[config.mk]
export PLATFORM = sky130hd
export DESIGN_NAME = fix_session_rx
export DESIGN_NICKNAME = d
export VERILOG_FILES = /design/src/logic/fix_session_pkg.sv /design/src/logic/fix_tag_parser.sv /design/src/logic/fix_checksum.sv /design/src/logic/fix_msg_validator.sv /design/src/logic/fix_seq_tracker.sv /design/src/logic/fix_session_rx.sv
export VERILOG_INCLUDE_DIRS = /design/src /design/src/logic
export SDC_FILE = /design/constraint.sdc
export NUM_CORES = 1
export LEC_CHECK = 0
export BUFFER_PORTS_ARGS = -buffer_cell sky130_fd_sc_hd__buf_2
export CORE_ASPECT_RATIO = 1.25
export CORE_MARGIN = 1
export CORE_UTILIZATION = 47
export CTS_CLUSTER_DIAMETER = 120
export CTS_CLUSTER_SIZE = 40
export DETAILED_ROUTE_END_ITERATION = 7
export HOLD_SLACK_MARGIN = 0.08
export PLACE_DENSITY_LB_ADDON = 0.1
export SETUP_SLACK_MARGIN = 0.15
export SYNTH_ARGS = -nofsm -noshare
export SYNTH_HDL_FRONTEND = slang
export SYNTH_SLANG_ARGS = --single-unit
[constraint.sdc]
create_clock -name clk -period 10.5 [get_ports clk]
set_clock_uncertainty 0.2 [all_clocks]
set_input_delay 1.575 -clock clk [delete_from_list [all_inputs] [get_ports clk]]
set_output_delay 1.575 -clock clk [all_outputs]
set_load 0.005 [all_outputs]
[src/logic/fix_consts.svh]
// FIX session receive constants: protocol characters, tag numbers and field widths
`ifndef FIX_CONSTS_SVH
`define FIX_CONSTS_SVH

// protocol characters
`define FIX_SOH            8'h01      // field delimiter
`define FIX_EQ             8'h3d      // '=' between tag and value
`define FIX_CHAR_Y         8'h59      // 'Y' for boolean flags
`define FIX_VER_PREFIX     "FIX.4."   // BeginString without minor digit
`define FIX_VER_MAX        "3"        // highest supported minor version

// field widths
`define FIX_TAG_W          16
`define FIX_VAL_W          64         // eight characters, right aligned
`define FIX_NUM_W          32         // decimal value of a field
`define FIX_SEQ_W          32

// session tag numbers
`define T_BEGIN_STRING     16'd8
`define T_BODY_LENGTH      16'd9
`define T_MSG_TYPE         16'd35
`define T_MSG_SEQ_NUM      16'd34
`define T_SENDER_COMP_ID   16'd49
`define T_TARGET_COMP_ID   16'd56
`define T_SENDING_TIME     16'd52
`define T_POSS_DUP         16'd43
`define T_GAP_FILL         16'd123
`define T_NEW_SEQ_NO       16'd36
`define T_CHECKSUM         16'd10

`endif

[src/logic/fix_session_pkg.sv]
// FIX session receive types: message types, error classes, parsed fields and verdicts
`default_nettype none

`include "fix_consts.svh"

package fix_session_pkg;

	typedef enum logic [3:0] {
		mt_none           = 4'd0,
		mt_logon          = 4'd1, // 'A'
		mt_heartbeat      = 4'd2, // '0'
		mt_test_request   = 4'd3, // '1'
		mt_resend_request = 4'd4, // '2'
		mt_reject         = 4'd5, // '3'
		mt_seq_reset      = 4'd6, // '4' without gap fill
		mt_gap_fill       = 4'd7, // '4' with 123=Y
		mt_logout         = 4'd8  // '5'
	} msg_type_e;

	// lower value wins when several apply
	typedef enum logic [3:0] {
		err_ok                   = 4'd0,
		err_garbled              = 4'd1,
		err_unsupported_version  = 4'd2,
		err_invalid_msg_type     = 4'd3,
		err_required_tag_missing = 4'd4,
		err_seq_low              = 4'd5,
		err_seq_high             = 4'd6
	} err_e;

	typedef enum logic [3:0] {
		vs_idle, vs_version, vs_body_tag, vs_body_val, vs_type_tag,
		vs_type_val, vs_seq_tag, vs_seq_val, vs_fields, vs_wait_sum
	} vstate_e;

	typedef struct packed {
		logic [`FIX_TAG_W-1:0] tag;
		logic [`FIX_VAL_W-1:0] raw; // last eight characters
		logic [`FIX_NUM_W-1:0] num; // decimal value, 0 without digits
		logic                  som; // tag 8
		logic                  eom; // tag 10
	} field_s;

	typedef struct packed {
		msg_type_e             mtype;
		err_e                  err;
		logic [`FIX_SEQ_W-1:0] seq;
		logic [`FIX_SEQ_W-1:0] new_seq;
		logic                  poss_dup;
	} verdict_s;

endpackage

`default_nettype wire

[src/logic/fix_tag_parser.sv]
// FIX tag parser: splits the byte stream into tag and value strobes with message markers
`default_nettype none

`include "fix_consts.svh"

module fix_tag_parser import fix_session_pkg::*; (
	input  logic       clk,
	input  logic       rst,
	input  logic       byte_valid_i,
	input  logic [7:0] byte_i,
	output logic       tag_valid_o,
	output logic       val_valid_o,
	output field_s     field_o
);

	logic                  in_tag_q;  // low while inside a value
	logic [`FIX_TAG_W-1:0] tag_acc_q;
	logic [`FIX_VAL_W-1:0] raw_acc_q;
	logic [`FIX_NUM_W-1:0] num_acc_q;
	logic                  is_digit;
	logic [3:0]            digit;
	logic                  got_eq;
	logic                  got_soh;

	assign is_digit = (byte_i >= "0") && (byte_i <= "9");
	assign digit    = byte_i[3:0]; // ascii digits hold their value in the low nibble
	assign got_eq   = byte_valid_i && in_tag_q && (byte_i == `FIX_EQ);
	assign got_soh  = byte_valid_i && !in_tag_q && (byte_i == `FIX_SOH);

	always_ff @(posedge clk) begin
		if (rst) begin
			in_tag_q    <= 1'b1;
			tag_acc_q   <= '0;
			tag_valid_o <= 1'b0;
			val_valid_o <= 1'b0;
		end else begin
			tag_valid_o <= got_eq;
			val_valid_o <= got_soh;
			if (got_eq) begin
				in_tag_q <= 1'b0;
			end else if (got_soh) begin
				in_tag_q  <= 1'b1;
				tag_acc_q <= '0;
			end else if (byte_valid_i && in_tag_q) begin
				if (byte_i == `FIX_SOH)
					tag_acc_q <= '0; // empty field, start over
				else if (is_digit)
					tag_acc_q <= tag_acc_q * `FIX_TAG_W'(10) + `FIX_TAG_W'(digit);
			end
		end
	end

	// value side, only meaningful between '=' and SOH
	always_ff @(posedge clk) begin
		if (got_eq) begin
			field_o.tag <= tag_acc_q;
			field_o.som <= (tag_acc_q == `T_BEGIN_STRING);
			field_o.eom <= (tag_acc_q == `T_CHECKSUM);
			raw_acc_q   <= '0;
			num_acc_q   <= '0;
		end else if (got_soh) begin
			field_o.raw <= raw_acc_q;
			field_o.num <= num_acc_q;
		end else if (byte_valid_i && !in_tag_q) begin
			raw_acc_q <= {raw_acc_q[`FIX_VAL_W-9:0], byte_i}; // keeps the last eight
			if (is_digit)
				num_acc_q <= num_acc_q * `FIX_NUM_W'(10) + `FIX_NUM_W'(digit);
		end
	end

endmodule

`default_nettype wire

[src/logic/fix_checksum.sv]
// FIX checksum: modulo-256 byte sum per message, compared against the field 10 value
`default_nettype none

`include "fix_consts.svh"

module fix_checksum (
	input  logic       clk,
	input  logic       rst,
	input  logic       byte_valid_i,
	input  logic [7:0] byte_i,
	input  logic       val_valid_i,
	input  logic       eom_i,
	output logic       sum_valid_o,
	output logic       sum_ok_o
);

	logic       in_val_q;    // between '=' and SOH
	logic [7:0] sum_q;
	logic [7:0] snap_q;      // sum up to the latest SOH
	logic [7:0] snap_prev_q; // sum up to the SOH before that
	logic [7:0] val_acc_q;   // value digits, mod 256
	logic [7:0] val_last_q;
	logic       end_of_msg;

	assign end_of_msg = val_valid_i && eom_i;

	always_ff @(posedge clk) begin
		if (rst) begin
			sum_q       <= 8'h00;
			in_val_q    <= 1'b0;
			sum_valid_o <= 1'b0;
		end else begin
			sum_valid_o <= end_of_msg;
			if (end_of_msg)
				sum_q <= byte_valid_i ? byte_i : 8'h00; // next message may start here
			else if (byte_valid_i)
				sum_q <= sum_q + byte_i;
			if (byte_valid_i && byte_i == `FIX_SOH)
				in_val_q <= 1'b0;
			else if (byte_valid_i && !in_val_q && byte_i == `FIX_EQ)
				in_val_q <= 1'b1;
		end
	end

	always_ff @(posedge clk) begin
		if (byte_valid_i && byte_i == `FIX_SOH) begin
			snap_prev_q <= snap_q;
			snap_q      <= sum_q + byte_i;
			val_last_q  <= val_acc_q;
		end else if (byte_valid_i && !in_val_q && byte_i == `FIX_EQ) begin
			val_acc_q <= 8'h00;
		end else if (byte_valid_i && in_val_q && byte_i >= "0" && byte_i <= "9") begin
			val_acc_q <= val_acc_q * 8'd10 + {4'h0, byte_i[3:0]};
		end
		// snap_prev_q covers everything before "10="
		if (end_of_msg)
			sum_ok_o <= (snap_prev_q == val_last_q);
	end

endmodule

`default_nettype wire

[src/logic/fix_msg_validator.sv]
// FIX message validator: header order FSM, session field capture and per-message verdict
`default_nettype none

`include "fix_consts.svh"

module fix_msg_validator import fix_session_pkg::*; (
	input  logic                  clk,
	input  logic                  rst,
	input  logic                  tag_valid_i,
	input  logic                  val_valid_i,
	input  field_s                field_i,
	input  logic                  sum_valid_i,
	input  logic                  sum_ok_i,
	input  logic [`FIX_SEQ_W-1:0] expected_seq_i,
	output logic                  verdict_valid_o,
	output verdict_s              verdict_o
);

	vstate_e               state;
	msg_type_e             mtype_q;
	logic [`FIX_SEQ_W-1:0] seq_q;
	logic [`FIX_SEQ_W-1:0] new_seq_q;
	logic                  poss_dup_q;
	logic                  gap_fill_q;
	logic                  has_sender_q;
	logic                  has_target_q;
	logic                  has_time_q;
	msg_type_e             rx_type;
	msg_type_e             fin_mtype;
	err_e                  fin_err;
	logic                  is_reset;

	function automatic logic version_ok(input logic [`FIX_VAL_W-1:0] raw);
		return (raw[`FIX_VAL_W-1:8] == {8'h00, `FIX_VER_PREFIX}) &&
			(raw[7:0] >= "0") && (raw[7:0] <= `FIX_VER_MAX);
	endfunction

	function automatic msg_type_e decode_type(input logic [`FIX_VAL_W-1:0] raw);
		if (raw[`FIX_VAL_W-1:8] != '0)
			return mt_none; // only single character types
		case (raw[7:0])
			"A":     return mt_logon;
			"0":     return mt_heartbeat;
			"1":     return mt_test_request;
			"2":     return mt_resend_request;
			"3":     return mt_reject;
			"4":     return mt_seq_reset;
			"5":     return mt_logout;
			default: return mt_none;
		endcase
	endfunction

	// header faults carry no type so the seq tracker leaves them alone
	function automatic verdict_s early_verdict(input err_e e);
		return '{mtype: mt_none, err: e, seq: seq_q, new_seq: new_seq_q, poss_dup: poss_dup_q};
	endfunction

	assign rx_type  = decode_type(field_i.raw);
	assign is_reset = (mtype_q == mt_seq_reset);

	always_comb begin
		fin_mtype = (is_reset && gap_fill_q) ? mt_gap_fill : mtype_q;
		if (!sum_ok_i)
			fin_err = err_garbled;
		else if (!(has_sender_q && has_target_q && has_time_q))
			fin_err = err_required_tag_missing;
		else if (seq_q < expected_seq_i && !poss_dup_q && !(is_reset && !gap_fill_q))
			fin_err = err_seq_low;
		else if (seq_q > expected_seq_i)
			fin_err = err_seq_high;
		else
			fin_err = err_ok;
	end

	always_ff @(posedge clk) begin
		verdict_valid_o <= 1'b0;
		if (rst) begin
			state        <= vs_idle;
			poss_dup_q   <= 1'b0;
			gap_fill_q   <= 1'b0;
			has_sender_q <= 1'b0;
			has_target_q <= 1'b0;
			has_time_q   <= 1'b0;
		end else if (tag_valid_i && field_i.som) begin
			// BeginString anywhere starts a new message
			state        <= vs_version;
			mtype_q      <= mt_none;
			seq_q        <= '0;
			new_seq_q    <= '0;
			poss_dup_q   <= 1'b0;
			gap_fill_q   <= 1'b0;
			has_sender_q <= 1'b0;
			has_target_q <= 1'b0;
			has_time_q   <= 1'b0;
		end else begin
			case (state)
				vs_idle: state <= vs_idle; // rest of a rejected message is dropped
				vs_version: if (val_valid_i) begin
					if (version_ok(field_i.raw)) begin
						state <= vs_body_tag;
					end else begin
						verdict_valid_o <= 1'b1;
						verdict_o       <= early_verdict(err_unsupported_version);
						state           <= vs_idle;
					end
				end
				vs_body_tag: if (tag_valid_i) begin
					if (field_i.tag == `T_BODY_LENGTH) begin
						state <= vs_body_val;
					end else begin
						verdict_valid_o <= 1'b1;
						verdict_o       <= early_verdict(err_garbled);
						state           <= vs_idle;
					end
				end
				vs_body_val: if (val_valid_i) state <= vs_type_tag; // length not checked
				vs_type_tag: if (tag_valid_i) begin
					if (field_i.tag == `T_MSG_TYPE) begin
						state <= vs_type_val;
					end else begin
						verdict_valid_o <= 1'b1;
						verdict_o       <= early_verdict(err_garbled);
						state           <= vs_idle;
					end
				end
				vs_type_val: if (val_valid_i) begin
					if (rx_type != mt_none) begin
						mtype_q <= rx_type;
						state   <= vs_seq_tag;
					end else begin
						verdict_valid_o <= 1'b1;
						verdict_o       <= early_verdict(err_invalid_msg_type);
						state           <= vs_idle;
					end
				end
				vs_seq_tag: if (tag_valid_i) begin
					if (field_i.tag == `T_MSG_SEQ_NUM) begin
						state <= vs_seq_val;
					end else begin
						verdict_valid_o <= 1'b1;
						verdict_o       <= early_verdict(err_garbled);
						state           <= vs_idle;
					end
				end
				vs_seq_val: if (val_valid_i) begin
					seq_q <= field_i.num;
					state <= vs_fields;
				end
				vs_fields: begin
					if (tag_valid_i && field_i.eom)
						state <= vs_wait_sum;
					if (val_valid_i) begin
						case (field_i.tag)
							`T_SENDER_COMP_ID: has_sender_q <= 1'b1;
							`T_TARGET_COMP_ID: has_target_q <= 1'b1;
							`T_SENDING_TIME:   has_time_q   <= 1'b1;
							`T_POSS_DUP:       poss_dup_q   <= (field_i.raw[7:0] == `FIX_CHAR_Y);
							`T_GAP_FILL:       gap_fill_q   <= (field_i.raw[7:0] == `FIX_CHAR_Y);
							`T_NEW_SEQ_NO:     new_seq_q    <= field_i.num;
							default:           state        <= vs_fields;
						endcase
					end
				end
				vs_wait_sum: if (sum_valid_i) begin
					verdict_valid_o <= 1'b1;
					verdict_o       <= '{mtype: fin_mtype, err: fin_err, seq: seq_q,
						new_seq: new_seq_q, poss_dup: poss_dup_q};
					state           <= vs_idle;
				end
				default: state <= vs_idle;
			endcase
		end
	end

endmodule

`default_nettype wire

[src/logic/fix_seq_tracker.sv]
// FIX sequence tracker: expected incoming MsgSeqNum, advanced or reloaded by verdicts
`default_nettype none

`include "fix_consts.svh"

module fix_seq_tracker import fix_session_pkg::*; (
	input  logic                  clk,
	input  logic                  rst,
	input  logic                  verdict_valid_i,
	input  verdict_s              verdict_i,
	output logic [`FIX_SEQ_W-1:0] expected_seq_o
);

	logic verdict_ok;

	assign verdict_ok = (verdict_i.err == err_ok);

	always_ff @(posedge clk) begin
		if (rst) begin
			expected_seq_o <= `FIX_SEQ_W'(1); // sessions start at one
		end else if (verdict_valid_i) begin
			case (verdict_i.mtype)
				mt_seq_reset: begin
					expected_seq_o <= verdict_i.new_seq; // reset mode is unconditional
				end
				mt_gap_fill: begin
					if (verdict_ok)
						expected_seq_o <= verdict_i.new_seq;
				end
				default: begin
					if (verdict_ok)
						expected_seq_o <= expected_seq_o + `FIX_SEQ_W'(1);
				end
			endcase
		end
	end

endmodule

`default_nettype wire

[src/logic/fix_session_rx.sv]
// FIX session receive top: parser, checksum, validator and sequence tracker
`default_nettype none

`include "fix_consts.svh"

module fix_session_rx import fix_session_pkg::*; (
	input  logic                  clk,
	input  logic                  rst,
	input  logic                  byte_valid_i,
	input  logic [7:0]            byte_i,
	output logic                  verdict_valid_o,
	output verdict_s              verdict_o,
	output logic [`FIX_SEQ_W-1:0] expected_seq_o
);

	logic                  tag_valid;
	logic                  val_valid;
	field_s                field;
	logic                  sum_valid;
	logic                  sum_ok;
	logic [`FIX_SEQ_W-1:0] expected_seq;

	assign expected_seq_o = expected_seq;

	fix_tag_parser fix_tag_parser_inst (
		.clk          (clk),
		.rst          (rst),
		.byte_valid_i (byte_valid_i),
		.byte_i       (byte_i),
		.tag_valid_o  (tag_valid),
		.val_valid_o  (val_valid),
		.field_o      (field)
	);

	fix_checksum fix_checksum_inst (
		.clk          (clk),
		.rst          (rst),
		.byte_valid_i (byte_valid_i),
		.byte_i       (byte_i),
		.val_valid_i  (val_valid),
		.eom_i        (field.eom),
		.sum_valid_o  (sum_valid),
		.sum_ok_o     (sum_ok)
	);

	fix_msg_validator fix_msg_validator_inst (
		.clk             (clk),
		.rst             (rst),
		.tag_valid_i     (tag_valid),
		.val_valid_i     (val_valid),
		.field_i         (field),
		.sum_valid_i     (sum_valid),
		.sum_ok_i        (sum_ok),
		.expected_seq_i  (expected_seq),
		.verdict_valid_o (verdict_valid_o),
		.verdict_o       (verdict_o)
	);

	fix_seq_tracker fix_seq_tracker_inst (
		.clk             (clk),
		.rst             (rst),
		.verdict_valid_i (verdict_valid_o),
		.verdict_i       (verdict_o),
		.expected_seq_o  (expected_seq)
	);

endmodule

`default_nettype wire

==> results.md <==
- Gpl congestion: 0.896
- Crit path buffers/inverters: 2
- DRT Pass-1 Iters: 5
- Clock buffer depth: 3
- Hold Vio Cnt, Final: 0
- Core area: 0.0452 mm²
- Crit end category: flop
- Max Freq: 208 MHz
- Final min period: 4800 ps
- R2R Setup Slk: 6380 ps
- Post-Synthesis Cell Area: 0.0216 mm²
- Die Ht: 241 µm
- Post-synth EDFFs: 287
- RR Endpoint: fix_tag_parser_inst.num_acc_q[28]
- Port bufs: 115
- Crit path from: byte_i[1]
- Rows: 87
- Post-Place Cells: 2618
- Remaining antenna violation count after routing: 0
- Startpoint Class: input pin
- Period utilization: 0.457
- Die area: 0.0467 mm²
- Max IR drop VDD: 0.125 mV
- Hold buffers post-CTS: 0
- Reg2Reg Launch Point: fix_tag_parser_inst.num_acc_q[1]
- Seq cells post-synth: 454
- Worst setup endpoint: fix_tag_parser_inst.field_o[54]
- CP Depth: 5
- Status: finished clean
- DRC errors left: 0
- Hold WC Path Type: reg -> reg
- Worst skew pair latency: 550 ps
- Critical path class: in -> reg
- Slew Viols, Final: 0
- CP max FO: 65
- Largest net degree at the start of global routing: 89
- CTS tree: done
- Vias per Instance: 5.65
- Syn. warnings: 0
- Die Width: 194 µm
- Layout cells sized above 1: 0.0925
- TNS Setup: 0 ps
- # Post-CTS Setup Buffers: 0
- Wirelength per Cell: 18.2 µm
- Area Growth Syn to Fin: 7.11%
- Io pins: 117
- Pwr/cell area: 119 mW/mm²
- Cell with the largest stage delay on the worst path: nor2_4
- Initial core utilization: 0.477
- Final setup vio count: 0
- H-tree depth: 1
- NumNets Final: 2209
- Clock tree sinks: 454
- Synth async-reset ratio: 0
- All-layer global routing usage: 0.203
- Clock-pin transition on the worst setup and hold timing paths: 140 ps
- Slew @ Worst Pin: 1300 ps
- Vias: 14900
- Gr ovfl total: 0
- Post-synthesis sequential area ratio: 0.555
- Synth Instances: 1999
- Number of global-route vias before repair: 14200
- Slowest stage delay, CP: 960 ps
- DR iter-0 viols: 806
- PostCTS Resize Cnt: 0
- Top delay family on crit path: simple AND/OR/NAND/NOR gates
- Netlist cell types: 86
- Maxcap violations: 0
- Root buffer cell: clkbuf_16
- Slew headroom: 0.127
- LEAKAGE: 8.37 nW
- Critical Path RT: 10480 ps
- CP arrival: 4780 ps
- First-pass GRT wire length: 76200 µm
- Fill cells: 4095
- CTS Buf Count: 15
- Post-synth net total: 2151
- Synth Area per Inst: 10.8 µm²
- DRT Wirelength: 48100 µm
- Prevailing post-synth register cell: edfxtp_1
- RSZ-0062 raised after global routing: no
- ANT cells: 0
- Post-route insts no fill: 2643
- Crit-path cells: buf_2, nor4b_1, nand3_1, nor2_4, buf_4
- Hpwl dp: 35700 µm
- R2R depth: 14
- Antenna violations before repair: 1
## report_power, final
part / total (mW) / leakage (nW) / switching, mW / internal [mW]
Sequential: 1.89 / 4.05 / 0.00406 / 1.88
Combinational: 0.0652 / 4.10 / 0.0394 / 0.0257
Clock: 0.806 / 0.217 / 0.511 / 0.295
Total: 2.76 / 8.37 / 0.555 / 2.20
## state kept, by name, summed over array words and instances, names as in the netlist, 16 cells and up
name	cells
fix_tag_parser_inst.field_o	114
fix_msg_validator_inst.verdict_o	72
fix_tag_parser_inst.raw_acc_q	64
fix_msg_validator_inst.new_seq_q	32
fix_msg_validator_inst.seq_q	32
fix_seq_tracker_inst.expected_seq_o	32
fix_tag_parser_inst.num_acc_q	32
fix_tag_parser_inst.tag_acc_q	16
## how the worst min path moves through the flow
stage	slack, ps	from	endpoint	cells after the start
4_1_cts	230	fix_checksum_inst.snap_q[1]	fix_checksum_inst.snap_prev_q[1]	0
3_3_place_gp	200	fix_msg_validator_inst.new_seq_q[10]	fix_msg_validator_inst.verdict_o[11]	0
2_1_floorplan	200	fix_checksum_inst.snap_q[0]	fix_checksum_inst.snap_prev_q[0]	0
3_5_place_dp	200	fix_checksum_inst.snap_q[1]	fix_checksum_inst.snap_prev_q[1]	0
5_1_grt	240	fix_tag_parser_inst.raw_acc_q[57]	fix_tag_parser_inst.field_o[91]	0
6_report	230	fix_checksum_inst.snap_q[1]	fix_checksum_inst.snap_prev_q[1]	0
## metrics by stage
step,cell area (µm²),utilization,power [mW],hold WS [ps],setup slack (ps)
6_report,23100,0.511,2.76,228,5700
2_1_floorplan,21600,-,1.97,200,3320
3_3_place_gp,22600,0.501,1.99,201,5150
4_1_cts,23100,0.511,2.79,232,5710
3_5_place_dp,22600,0.501,1.99,205,5120
5_1_grt,23100,0.511,2.84,241,5430
## layer usage
layer | share of wire | wire length (µm) | global-route usage | vias up
met2 | 0.49 | 23400 | 0.362 | 342
met4 | 0.025 | 1220 | 0.0638 | 2
met3 | 0.038 | 1850 | 0.0163 | 59
li1 | - | - | - | 7402
met1 | 0.45 | 21600 | 0.262 | 7130
met5 | 0.00027 | 13 | 0 | -
## cell families (layout without fill, tap and decap cells)
logic type               after synthesis  in the layout  synth area share
other                                  1              1          0.000174
buffers and inverters                148            214            0.0268
adder cells (fa/ha/maj)              141            141            0.0842
AO/OA/AOI/OAI                        434            434             0.126
XOR/XNOR                              97             97            0.0401
flip-flops                           454            454             0.555
multiplexers                          13             13           0.00632
AND/OR/NAND/NOR                      711            711             0.162
## cells in the final DEF (no fill, tap or decap), drive strengths merged, types with 32 or more instances in the layout
cell / count
a211oi: 34
a21oi: 186
and2: 44
buf: 124
dfxtp: 167
edfxtp: 287
ha: 134
inv: 66
nand2: 244
nand3: 52
nand4: 41
nor2: 143
nor3: 48
nor4: 34
o21ai: 85
xnor2: 64
xor2: 32
## cells in the mapped netlist, types with 17 or more instances
cell / instances / area, µm²
a211oi_1: 31 / 233
a21o_1: 28 / 210
a21oi_1: 182 / 911
a22oi_1: 17 / 128
and2_1: 44 / 275
and3_1: 25 / 156
clkbuf_1: 72 / 270
dfxtp_1: 167 / 3340
edfxtp_1: 287 / 8620
ha_1: 134 / 1680
inv_1: 64 / 240
nand2_1: 244 / 916
nand3_1: 51 / 255
nand4_1: 41 / 257
nor2_1: 143 / 537
nor3_1: 45 / 225
nor4_1: 30 / 188
o21ai_0: 78 / 390
xnor2_1: 64 / 561
xor2_1: 32 / 280
## area by class of cell
| cell class | count | area (µm²) | area share |
|---|---|---|---|
| multi-input combinational | 1397 | 9070 | 0.393 |
| tap | 578 | 723 | 0.0313 |
| inverter | 65 | 245 | 0.0106 |
| sequential | 454 | 12000 | 0.518 |
| clock inverter | 2 | 25.0 | 0.00108 |
| timing repair buffer | 124 | 643 | 0.0278 |
| clock buffer | 23 | 427 | 0.0185 |
Power figures use the tool's default switching activity.
